===== config.mk =====
export PLATFORM = sky130hd
export DESIGN_NAME = hardened_counter
export DESIGN_NICKNAME = d
export VERILOG_FILES = /design/src/logic/scrub_data_pkg.sv /design/src/logic/hardened_counter.sv
export VERILOG_INCLUDE_DIRS = /design/src /design/src/logic
export SDC_FILE = /design/constraint.sdc
export NUM_CORES = 1
export LEC_CHECK = 0
export BUFFER_PORTS_ARGS = -buffer_cell sky130_fd_sc_hd__buf_4
export CAP_MARGIN = 20
export CORE_AREA = 10 10 47 49
export CTS_CLUSTER_SIZE = 24
export DETAILED_ROUTE_END_ITERATION = 7
export DIE_AREA = 0 0 57 59
export MAX_ROUTING_LAYER = met4
export PLACE_DENSITY = 0.6
export SLEW_MARGIN = 5
export SYNTH_ARGS = -nofsm -noshare
export SYNTH_HDL_FRONTEND = slang
export SYNTH_SLANG_ARGS = --single-unit

===== constraint.sdc =====
create_clock -name clk_i -period 1.8 [get_ports clk_i]
set_input_delay 0.18 -clock clk_i [delete_from_list [all_inputs] [get_ports clk_i]]
set_output_delay 0.18 -clock clk_i [all_outputs]
set_load 0.03 [all_outputs]

===== src/logic/scrub_params.svh =====
// Scrub sequencer parameters.
// Sizes of the scrubbed memory, the data word and the sparse state register.
`ifndef SCRUB_PARAMS_SVH
`define SCRUB_PARAMS_SVH

// Number of words in the memory that one scrub walks over.
`define SCRUB_DEPTH 16

// Address width, enough to reach SCRUB_DEPTH words.
`define SCRUB_ADDR_W 4

// Width of one memory word, which is also the LFSR width.
`define SCRUB_WORD_W 32

// Seed used in place of an all-zero seed, since the LFSR would lock up at zero.
`define SCRUB_DEFAULT_SEED 32'hACE1_5EED

// Width of the sparsely encoded sequencer state register.
`define SCRUB_STATE_W 6

`endif


===== src/logic/scrub_data_pkg.sv =====
// Scrub sequencer datapath package.
// Vector types for addresses, data words and the LFSR seed.
`default_nettype none

`include "scrub_params.svh"

package scrub_data_pkg;

  // Memory word address.
  typedef logic [`SCRUB_ADDR_W-1:0] addr_t;

  // One scrub data word as written to the memory.
  typedef logic [`SCRUB_WORD_W-1:0] word_t;

  // LFSR seed.
  // It has the width of the LFSR, which equals the word width, so the
  // LFSR state can be written out unchanged.
  typedef logic [`SCRUB_WORD_W-1:0] seed_t;

endpackage

`default_nettype wire


===== src/logic/hardened_counter.sv =====
// Hardened address counter.
// An up count and a mirrored down count whose sum is checked every cycle.
`timescale 1ns/1ns
`default_nettype none

`include "scrub_params.svh"

module hardened_counter (
  input  wire logic             clk_i,
  input  wire logic             rst_i,
  input  wire logic             clr_i,
  input  wire logic             step_i,
  output scrub_data_pkg::addr_t cnt_o,
  output logic                  last_o,
  output logic                  err_o
);

  // Address of the last word in the walk.
  localparam scrub_data_pkg::addr_t LastAddr = scrub_data_pkg::addr_t'(`SCRUB_DEPTH - 1);

  // Up half, which is the address handed out.
  scrub_data_pkg::addr_t up_q;
  // Down half, which always holds the bitwise complement of the up half.
  scrub_data_pkg::addr_t down_q;
  // Sum of both halves, all ones while they agree.
  scrub_data_pkg::addr_t sum;

  // Both halves move on the same strobes in opposite directions.
  // Clear wins over step, so a new walk always starts at zero.
  always_ff @(posedge clk_i) begin
    if (rst_i || clr_i) begin
      up_q   <= '0;
      down_q <= '1;
    end else if (step_i) begin
      up_q   <= up_q + 1'b1;
      down_q <= down_q - 1'b1;
    end
  end

  // The sum wraps at the address width.
  // Any flipped bit in either half breaks the all-ones result.
  assign sum   = up_q + down_q;
  assign err_o = (sum != '1);

  assign cnt_o = up_q;

  // Marks the final address of the walk.
  assign last_o = (up_q == LastAddr);

endmodule

`default_nettype wire


# Word-level counts from Yosys, hierarchy flattened
# Cells that the tools add are included.
word_totals:
  reg_bits: 8
  input_bits: 4
  output_inout_bits: 6
  word_cells: 8
op_classes:
  n_addsub: 3
  n_eq_ne: 2
  n_reduce_logical: 1
op_table:
  columns: ["op", "n"]
  rows:
  - ["$add A4 B1 Y4 const B", 1]
  - ["$add A4 B4 Y4", 1]
  - ["$eq A4 B4 Y1 const B", 1]
  - ["$ne A4 B4 Y1 const B", 1]
  - ["$sub A4 B1 Y4 const B", 1]
  - ["$logic_or A1 B1 Y1", 1]

# Depth between registers and ports, before layout
logic_depth:
  depth_word: 2
  mapped_depth: 5
  depth_no_buf: 5

# Worst setup path after synthesis
# No wires, ideal clock.
synth_timing:
  kind: "register -> output"
  startpoint: "register up_q[2] (netlist: cnt_o[2])"
  endpoint: "output port err_o"
  arrival_ns: 1.681
  required_ns: 1.620
  setup_slack_ns: -0.061
  path_stages_with_launch: 5
  path_buffers: 0
  cell_sequence: "dfxtp_1 -> ha_1 -> a21oi_1 -> a21oi_1 -> o2111ai_1"
synth_between:
  elab_chain_cells: 2
synth_rtl:
  columns: ["item", "line", "rtl"]
  rows:
  - ["start, declared", "hardened_counter.sv:22", "scrub_data_pkg::addr_t up_q;"]
  - ["start signal, assigned", "hardened_counter.sv:35", "up_q <= up_q + 1'b1;"]
  - ["$add A4 B4 Y4", "hardened_counter.sv:42", "assign sum = up_q + down_q;"]
  - ["$ne A4 B4 Y1", "hardened_counter.sv:43", "assign err_o = (sum != '1);"]
  - ["end, declared", "hardened_counter.sv:15", "output logic err_o"]
# Every way passes these cells.

# Worst setup path after layout
layout_timing:
  startpoint: "register up_q[0] (netlist: cnt_o[0])"
  endpoint: "output port err_o"
# Same word-level chain as after synthesis.

==> results.ini <==
[worst_setup_path]
slowest_stage = fa_2
crit_path_end_kind = primary output
critPathKind = reg -> out
slowest_delay_ps = 520
r2r-end = down_q[2]
r2r_slack_ps = 620
r2r-start = down_q[0]
path_cells = ha_4, fa_2, o2111ai_2, buf_6
worstSetupStartpointType = flip-flop
crit_arrival_ps = 1570
reg2regPathDepth = 5
required_ps = 1620
crit_fanout = 4

[job]
cap_viol_max_count = 0

[finish]
seq_area_sq_um = 168.9
nFillCells = 145
multi_input_area_sq_um = 322.8
drive_gt1_share_pct = 43.33
finalInstanceArea_sq_um = 628.1
utilization_pct = 44.82
num_antenna_cells = 0
area_growth_pct = 35.31
finalNetCount = 72

[power_and_ir_drop]
cellLeakagePower_uw = 0.0002776
power_density_nw_per_um2 = 624.0
p_total_uw = 391.9
ir_drop_mv = 0.3302

[floorplanning]
fp.dieArea_sq_um = 3363
ioPinCount = 10
coreArea_sq_um = 1401
die_h_microns = 59
dieWidth_microns = 57
initial_core_util_pct = 33.12
rows = 14

[sta]
fin_crit_sh_pct = 97.44
skew_ps = 0.1588
fin_crit_ps = 1754
relSlewSlack_pct = 82.60
finalMaxSlewViolations = 0
setup_tns_ps = 0
setup_violations = 0
timing.fmax_ghz = 0.5701
worst_slew_pin_slew_ps = 260.1
rsz0062_at_grt = yes
hold_violations = 0

[clocking]
clkSlewWorstSetupHoldPaths_ps = 50
cts_sinks = 8
cts_tree = done
hold_buffers = 0
htreeDepth = 1
clockBufferDepth = 2
clk_latency_ps = 250
numCtsBuffers = 3
cts_root_buffer = clkbuf_4

[synthesis]
synth_nets = 57
synth_area_leaders = dfxtp_1, ha_1, xor2_1, xnor2_1, nor4b_4
async_reset_ff_share_pct = 0
synthesis.area_sq_um = 464.2
synth.ff_latch_count = 8
yosys_most_used_dff = dfxtp_1
avgSynthCellArea_sq_um = 9.876
synth_top_area_cell = dfxtp_1
synth_warnings = 0
syn_inst = 47
synth_cell_types = 19
synth-edff-count = 0
netlist.area_leader.share_pct = 34.50
seq_area_frac_synth_pct = 34.50

[drt]
wl_per_cell_microns = 13.05
drc = 0
drt-vias-per-instance = 4.842
totalWireLength_microns = 992
drt_pass1_iterations = 4
num_vias = 368
drt_iter0_markers = 1
drtAntennaViolNets = 0

[placed_design]
dpl_cell_area_sq_um = 554.3
gp_congestion = 0.7327
io_buffers = 9
place.detailed.hpwl_microns = 742.8

[global_route]
met3_usage_pct = 1.717
grt_max_degree = 11
grt_pass1_wl_microns = 1676
grtUsageTotal_pct = 6.378
grt.busiest_layer = met2
grt_pass1_vias = 391
met2_usage_pct = 9.147
antenna_found_initial = 0
grt-ovfl-total = 0
met1_usage_pct = 7.323

[run_status]
status = finished, final reports clean

[hold_path]
hold_path_end = cnt_o[0]
hold_start = rst_i
hold_class = in -> reg
min_path_cells = 2

-- report_power, final --
group / internal, uW / total (uW) / switching (uW)
sequential: 180 / 185 / 4.85
combinational: 35.8 / 72.9 / 37.2
clock: 76.1 / 134 / 58.0
total: 292 / 392 / 100
-- synth_stat cells, types with 2 or more instances --
cell type,number
xnor2_1,3
a21oi_1,3
nand2_1,5
xor2_1,4
o21ai_0,2
and3_1,2
ha_1,5
inv_1,2
dfxtp_1,8
nor3_1,4
-- logic make-up (layout without fill, tap and decap cells) --
| kind of cell | count (synthesis) | count (layout) | share of synthesized area [%] |
|---|---|---|---|
| buffers and inverters | 3 | 16 | 4.044 |
| multiplexers | 1 | 1 | 2.156 |
| adder cells (fa/ha/maj) | 6 | 6 | 17.79 |
| AO/OA/AOI/OAI | 6 | 6 | 7.277 |
| AND/OR/NAND/NOR | 16 | 16 | 21.02 |
| XOR/XNOR | 7 | 7 | 13.21 |
| flip-flops | 8 | 8 | 34.50 |
-- cells in the final DEF (no fill, tap or decap), drive strengths merged --
cell	n
nor3	4
xor2	4
mux2i	1
xnor2	3
buf	11
dfxtp	8
o21ai	2
nand2	5
a21oi	3
nand4	1
nor4b	1
clkbuf	3
o2111ai	1
ha	5
fa	1
nand3	1
inv	2
and3	3
nor2	1
-- timing repair --
action                                  4_1_cts  5_1_grt
endpoints found under the setup margin        1        1
pin swaps                                     1        1
setup buffers                                 0        1
cloned                                        0        0
gates resized for setup                       4        8
-- metrics by stage --
stage          hold slack [ps]  setup slack (ps)  cells
2_1_floorplan            256.6             110.4     47
3_5_place_dp             382.8             191.7     72
6_report                 116.6             46.01     76
5_1_grt                  117.4            -15.91     76
3_3_place_gp             384.0             207.1     72
4_1_cts                  109.8             7.532     75
-- worst max-delay path, delay by kind of cell, from the launching register on --
family	cells	cell delay [ps]
fa+ha+maj	2	680
flops	1	360
buf+inv	1	160
compound gates	1	120
-- how the worst max path moves through the flow --
stage             start  endpoint  slack (ps)  depth (start not counted)
6_report       cnt_o[0]     err_o          50                          4
5_1_grt        cnt_o[0]     err_o         -20                          4
4_1_cts        cnt_o[2]     err_o           8                          5
3_5_place_dp   cnt_o[0]     err_o         190                          5
3_3_place_gp   cnt_o[0]     err_o         210                          5
2_1_floorplan  cnt_o[2]     err_o         110                          4
-- final cells by class --
type / count / area share [%]
tap: 16 / 3.187
inverter: 2 / 1.195
timing repair buffer: 11 / 13.75
multi-input combinational: 36 / 51.39
sequential: 8 / 26.89
clock buffer: 3 / 3.586
-- registers in the layout (all words and copies together), names as in the netlist --
| signal | flops |
|---|---|
| down_q | 4 |
| cnt_o | 4 |
-- layer usage --
metal  up-vias  wire length (microns)
met5         -                      0
met4         0                      9
met3         2                     43
met2         5                    503
met1       168                    436
li1        193                      -
(Power assumes the default switching activity.)
