`config.mk`:
```
export PLATFORM = sky130hd
export DESIGN_NAME = scrub_lfsr
export DESIGN_NICKNAME = d
export VERILOG_FILES = /design/src/logic/scrub_data_pkg.sv /design/src/logic/scrub_lfsr.sv
export VERILOG_INCLUDE_DIRS = /design/src /design/src/logic
export SDC_FILE = /design/constraint.sdc
export NUM_CORES = 1
export LEC_CHECK = 0
export ABC_AREA = 1
export ABC_CLOCK_PERIOD_IN_PS = 1300
export BUFFER_PORTS_ARGS = -buffer_cell sky130_fd_sc_hd__buf_2
export CAP_MARGIN = 15
export CELL_PAD_IN_SITES_DETAIL_PLACEMENT = 0
export CELL_PAD_IN_SITES_GLOBAL_PLACEMENT = 1
export CORE_ASPECT_RATIO = 2
export CORE_MARGIN = 3
export CORE_UTILIZATION = 32
export CTS_CLUSTER_DIAMETER = 40
export CTS_CLUSTER_SIZE = 20
export DETAILED_ROUTE_END_ITERATION = 12
export PLACE_DENSITY_LB_ADDON = 0.1
export SLEW_MARGIN = 30
export SYNTH_ARGS = -nofsm -noshare
export SYNTH_HDL_FRONTEND = slang
export SYNTH_SLANG_ARGS = --single-unit
```
`constraint.sdc`:
```
create_clock -name clk_i -period 1.3 [get_ports clk_i]
set_clock_uncertainty 0.15 [all_clocks]
set_input_delay 0.195 -clock clk_i [delete_from_list [all_inputs] [get_ports clk_i]]
set_output_delay 0.195 -clock clk_i [all_outputs]
set_load 0.02 [all_outputs]
```
`src/logic/scrub_params.svh`:
```
// Scrub sequencer parameters.
// Sizes of the scrubbed memory, the data word and the sparse state register.
`ifndef SCRUB_PARAMS_SVH
`define SCRUB_PARAMS_SVH

// Number of words in the memory that one scrub walks over.
`define SCRUB_DEPTH 16

// Address width, enough to reach SCRUB_DEPTH words.
`define SCRUB_ADDR_W 4

// Width of one memory word, which is also the LFSR width.
`define SCRUB_WORD_W 32

// Seed used in place of an all-zero seed, since the LFSR would lock up at zero.
`define SCRUB_DEFAULT_SEED 32'hACE1_5EED

// Width of the sparsely encoded sequencer state register.
`define SCRUB_STATE_W 6

`endif

```
`src/logic/scrub_data_pkg.sv`:
```
// Scrub sequencer datapath package.
// Vector types for addresses, data words and the LFSR seed.
`default_nettype none

`include "scrub_params.svh"

package scrub_data_pkg;

  // Memory word address.
  typedef logic [`SCRUB_ADDR_W-1:0] addr_t;

  // One scrub data word as written to the memory.
  typedef logic [`SCRUB_WORD_W-1:0] word_t;

  // LFSR seed.
  // It has the width of the LFSR, which equals the word width, so the
  // LFSR state can be written out unchanged.
  typedef logic [`SCRUB_WORD_W-1:0] seed_t;

endpackage

`default_nettype wire

```
`src/logic/scrub_lfsr.sv`:
```
// Scrub pattern generator.
// A seeded 32-bit Galois LFSR whose state is the data word being written.
`timescale 1ns/1ns
`default_nettype none

`include "scrub_params.svh"

module scrub_lfsr (
  input  wire logic             clk_i,
  input  wire logic             rst_i,
  input  wire logic             load_i,
  input  wire scrub_data_pkg::seed_t seed_i,
  input  wire logic             step_i,
  output scrub_data_pkg::word_t word_o
);

  // Feedback mask applied when a one is shifted out of bit 0.
  localparam scrub_data_pkg::word_t Taps = 32'h80200003;

  scrub_data_pkg::word_t lfsr_q;
  scrub_data_pkg::word_t lfsr_next;

  // One Galois step to the right.
  always_comb begin
    lfsr_next = lfsr_q >> 1;
    if (lfsr_q[0]) begin
      lfsr_next = lfsr_next ^ Taps;
    end
  end

  // A zero seed would freeze the LFSR at zero, so the default is used
  // in its place.
  // Loading takes priority over stepping.
  always_ff @(posedge clk_i) begin
    if (rst_i) begin
      lfsr_q <= `SCRUB_DEFAULT_SEED;
    end else if (load_i) begin
      lfsr_q <= (seed_i == '0) ? `SCRUB_DEFAULT_SEED : seed_i;
    end else if (step_i) begin
      lfsr_q <= lfsr_next;
    end
  end

  assign word_o = lfsr_q;

endmodule

`default_nettype wire

```
== After elaboration in Yosys (flattened, before gate mapping) ==
Index checks and enable logic that the tools add are counted.
Widths: inputs -> output; s select.

* Logic and storage cells: 8
* Register bits after elaboration: 32
* Input bits: 36

* Reduce and logical (&&, ||, !) cells: 2
* Bitwise gates (word level): 1
* Mux-type cells: 4

{| class="wikitable"
|+ Operators with widths
! operator !! number
|-
| $mux 32 || 4
|-
| $logic_not 32->1 || 1
|-
| $not 3->4 || 1
|-
| $reduce_bool 2->1 || 1
|}

== Logic depth before layout (Yosys ltp) ==
* Word-level depth: 4
* Gate-level depth with buffers: 8
* Depth with buffers taken out: 7

== Worst setup path before layout ==
OpenSTA, ideal clock, no wires.

* Path type: register to register
* Start point: register lfsr_q[0] (netlist: word_o[0])
* End point: register lfsr_q[1] (netlist: word_o[1])
* Period minus slack after synthesis: 1273 ps
* Stages on the path, launching flop included: 7
* Library setup time: 116 ps
* Data required time: 1034 ps
* Arrival time: 1006 ps
* Slack: 27 ps
* Path through: dfxtp_1 clkbuf_1 a21oi_1 o21ai_0 nand3_1 o211ai_1 inv_1

* Longest elaborated chain between the ends: 3

{| class="wikitable"
|+ Ends and longest elaborated chain
! item !! line !! text
|-
| start: declaration || scrub_lfsr.sv:20 || <nowiki>scrub_data_pkg::word_t lfsr_q;</nowiki>
|-
| start signal: assignment || scrub_lfsr.sv:36 || <nowiki>lfsr_q <= `SCRUB_DEFAULT_SEED;</nowiki>
|-
| start signal: assignment || scrub_lfsr.sv:38 || <nowiki>lfsr_q <= (seed_i == '0) ? `SCRUB_DEFAULT_SEED : seed_i;</nowiki>
|-
| start signal: assignment || scrub_lfsr.sv:40 || <nowiki>lfsr_q <= lfsr_next;</nowiki>
|-
| $mux 32 || scrub_lfsr.sv:26 || <nowiki>if (lfsr_q[0]) begin</nowiki>
|-
| $mux 32 || scrub_lfsr.sv:39 || <nowiki>end else if (step_i) begin</nowiki>
|-
| $mux 32 || scrub_lfsr.sv:37 || <nowiki>end else if (load_i) begin</nowiki>
|}

No other way between the ends. The select of a mux whose other input is x is not followed.
A chain may end at the register's enable or synchronous reset.

== Worst setup path after layout ==
* Start point: register lfsr_q[0] (netlist: word_o[0])
* End point: output word_o[0]

{| class="wikitable"
|+ RTL lines
! item !! line !! text
|-
| end: declaration || scrub_lfsr.sv:14 || <nowiki>output scrub_data_pkg::word_t word_o</nowiki>
|}

No word-level cell between the ends.

==> flow_metrics.tcl <==
set metrics [dict create \
    power_per_cell_area_mw_per_mm2 1081 \
    drt_first_pass_iters 6 \
    top_level_ports 68 \
    grt_start_max_net_pins 23 \
    crit_fanout 7 \
    max_freq_ghz 0.7997 \
    hpwlAfterDp_um 4163 \
    synthesis.area_mm2 0.001704 \
    hold_path.class "in -> reg" \
    path_depth 1 \
    worst_path_max_delay_cell "sky130_fd_sc_hd__dfxtp_2" \
    finalPower_w 0.002595 \
    timing.hold.ws_ns 0.004605 \
    largest_register_ff_count 32 \
    worstSetupStartpointType "register" \
    post-cts-setup-buffers 0 \
    wire_length_per_cell_um 14.29 \
    timing.max_slew.rel_slack 0.8334 \
    cts-htree-levels 2 \
    layout_worst_path_cycle_share 0.9619 \
    ys_top_cells_by_area "sky130_fd_sc_hd__dfxtp_1, sky130_fd_sc_hd__nand2_1, sky130_fd_sc_hd__nor2_1, sky130_fd_sc_hd__o21ai_0, sky130_fd_sc_hd__a21oi_1" \
    drt.antenna.violating_nets 0 \
    clk_pin_slew_worst_paths_ns 0.07 \
    setup_total_negative_slack_ns 0 \
    core.rowCount 37 \
    worst-path-buf-inv 1 \
    ys_types 20 \
    worstPathArrival_ns 0.91 \
    route.detailed.vias_per_inst 4.955 \
    timing.critical_path.to_type "output port" \
    core_region_area_mm2 0.005139 \
    design.final.nets 380 \
    die_area_mm2 0.006290 \
    clock-root-buffer "sky130_fd_sc_hd__clkbuf_8" \
    timing.setup.critical_path_class "reg -> out" \
    vertical_extent_of_the_die_um 109.2 \
    antenna_found_initial 0 \
    area.growth.synth_to_final_pct 40.82 \
    synth.yosys.warnings 0 \
    power.static_leakage_nw 1.133 \
    post_synthesis_average_cell_area_um2 6.455 \
    crit_family "flip-flops" \
    initial_core_utilization 0.3316 \
    ff2ff_path_depth 5 \
    min_path_cells 3 \
    number_of_slew_limit_violations_in_the_final_report 0 \
    finalHoldViolations 0 \
    gr-usage-all-layers 0.1889 \
    grt_pass1_vias 1866 \
    grt_first_pass_wirelength_um 9108 \
    grt-ovfl-total 0 \
    final_core_utilization 0.4670 \
    synthesis.nets 300 \
    unrepaired_setup_endpoints_after_global_routing "no" \
    cts_num_sinks 32 \
    status "complete, no violations" \
    place_congestion 0.7499 \
    post-place-ws_ns -0.2853 \
    worst-slew-pin-transition_ns 0.2499 \
    post_synth_inst_count 264 \
    share_of_post_route_cells_with_drive_strength_above_1 0.3052 \
    largest_stage_delay_worst_path_ns 0.42 \
    clock_latency_ns 0.28 \
    ir_worst_vdd_uv 733.9 \
    port-buffer-count 67 \
    dominant_cell_type_by_area_after_synthesis "sky130_fd_sc_hd__dfxtp_1" \
    antenna_cells_inserted 0 \
    timing.final.setup_violations 0 \
    cp_data_required_time_ns 0.95 \
    timing.critical_path.cells "buf_2" \
    drtIter0Drc 63 \
    n_fill_cell 562 \
    cts_tree "built" \
    postSynthRegisterBits 32 \
    synth_seq_area_share 0.3759 \
    dr_total_vias 1992 \
    synthDominantCellAreaShare 0.3759 \
    max-cap-violations 0 \
    tritoncts.num_buffers 5 \
    postRouteWirelength_um 5746 \
    clockBufferDepth 2 \
    dieWidth_um 57.60 \
    setup_slack_ns 0.04952 \
    period_needed_ns 1.250 \
    drc_violations 0 \
]
-- layout make-up --
type,count,area (µm²),share of cell area
inverter,13,48.80,0.02033
timing repair buffer,91,618.1,0.2576
clock buffer,7,96.34,0.04015
sequential,32,641.9,0.2675
tap,58,72.57,0.03024
multi-input combinational,201,922.1,0.3843
-- worst paths after layout --
| path | slack, ns | endpoint | startpoint |
|---|---|---|---|
| hold / removal | 0.005 | word_o[25] | seed_i[25] |
| hold reg to reg | 0.34 | word_o[30] | word_o[30] |
| setup reg to reg | 0.23 | word_o[1] | word_o[0] |
| setup / recovery | 0.05 | word_o[0] | word_o[0] |
-- metrics by stage --
stage	instances	instance area, µm²
finish	402	2400
floorplan	264	1704
detailed placement	394	2285
global placement	394	2285
global route	402	2400
CTS	402	2392
-- metal layers --
layer | vias to the layer above | wire, µm | track usage
met2 | 67 | 3021 | 0.3350
met5 | - | 0 | 0
met4 | 0 | 61 | 0.06799
met3 | 5 | 317 | 0.02962
li1 | 1025 | - | -
met1 | 895 | 2345 | 0.2238
-- kinds of logic after synthesis --
kind of cell	Yosys count	synth area share
compound gates	79	0.2511
xor+xnor	2	0.01028
buf+inv	31	0.08736
flops	32	0.3759
simple gates	120	0.2753
-- placed cells by master, fill, tap and decap left out, types with 7 or more instances in the layout --
master	Yosys	layout
sky130_fd_sc_hd__a21oi_1	24	24
sky130_fd_sc_hd__nand2_1	59	59
sky130_fd_sc_hd__o21ai_1	15	15
sky130_fd_sc_hd__dfxtp_1	32	31
sky130_fd_sc_hd__a221oi_1	8	8
sky130_fd_sc_hd__inv_1	12	12
sky130_fd_sc_hd__buf_4	2	15
sky130_fd_sc_hd__clkbuf_8	0	7
sky130_fd_sc_hd__o21ai_0	31	31
sky130_fd_sc_hd__nor2_1	55	54
sky130_fd_sc_hd__buf_12	0	8
sky130_fd_sc_hd__buf_2	7	67
-- where the power goes --
group	internal, W	switching (W)
registers	0.00106	0.0000593
clock network	0.000472	0.000396
logic	0.000260	0.000350
-- synthesized netlist by cell type (all sizes together) --
| library cell | count |
|---|---|
| nand2 | 61 |
| nor2 | 58 |
| o21ai | 46 |
| dfxtp | 32 |
| a21oi | 24 |
| inv | 13 |
| buf | 11 |
| a221oi | 8 |
| clkbuf | 7 |
| xnor2 | 2 |
| nand3 | 1 |
| o211ai | 1 |
-- timing repair --
action / 4_1_cts / 5_1_grt
gates resized for setup: 1 / 2
endpoints found under the setup margin: 1 / 10
pin swaps: 0 / 1
hold buffers: 1 / 0
endpoints found under the hold margin: 1 / 0
No activity file was read; power rests on OpenSTA's default activity.
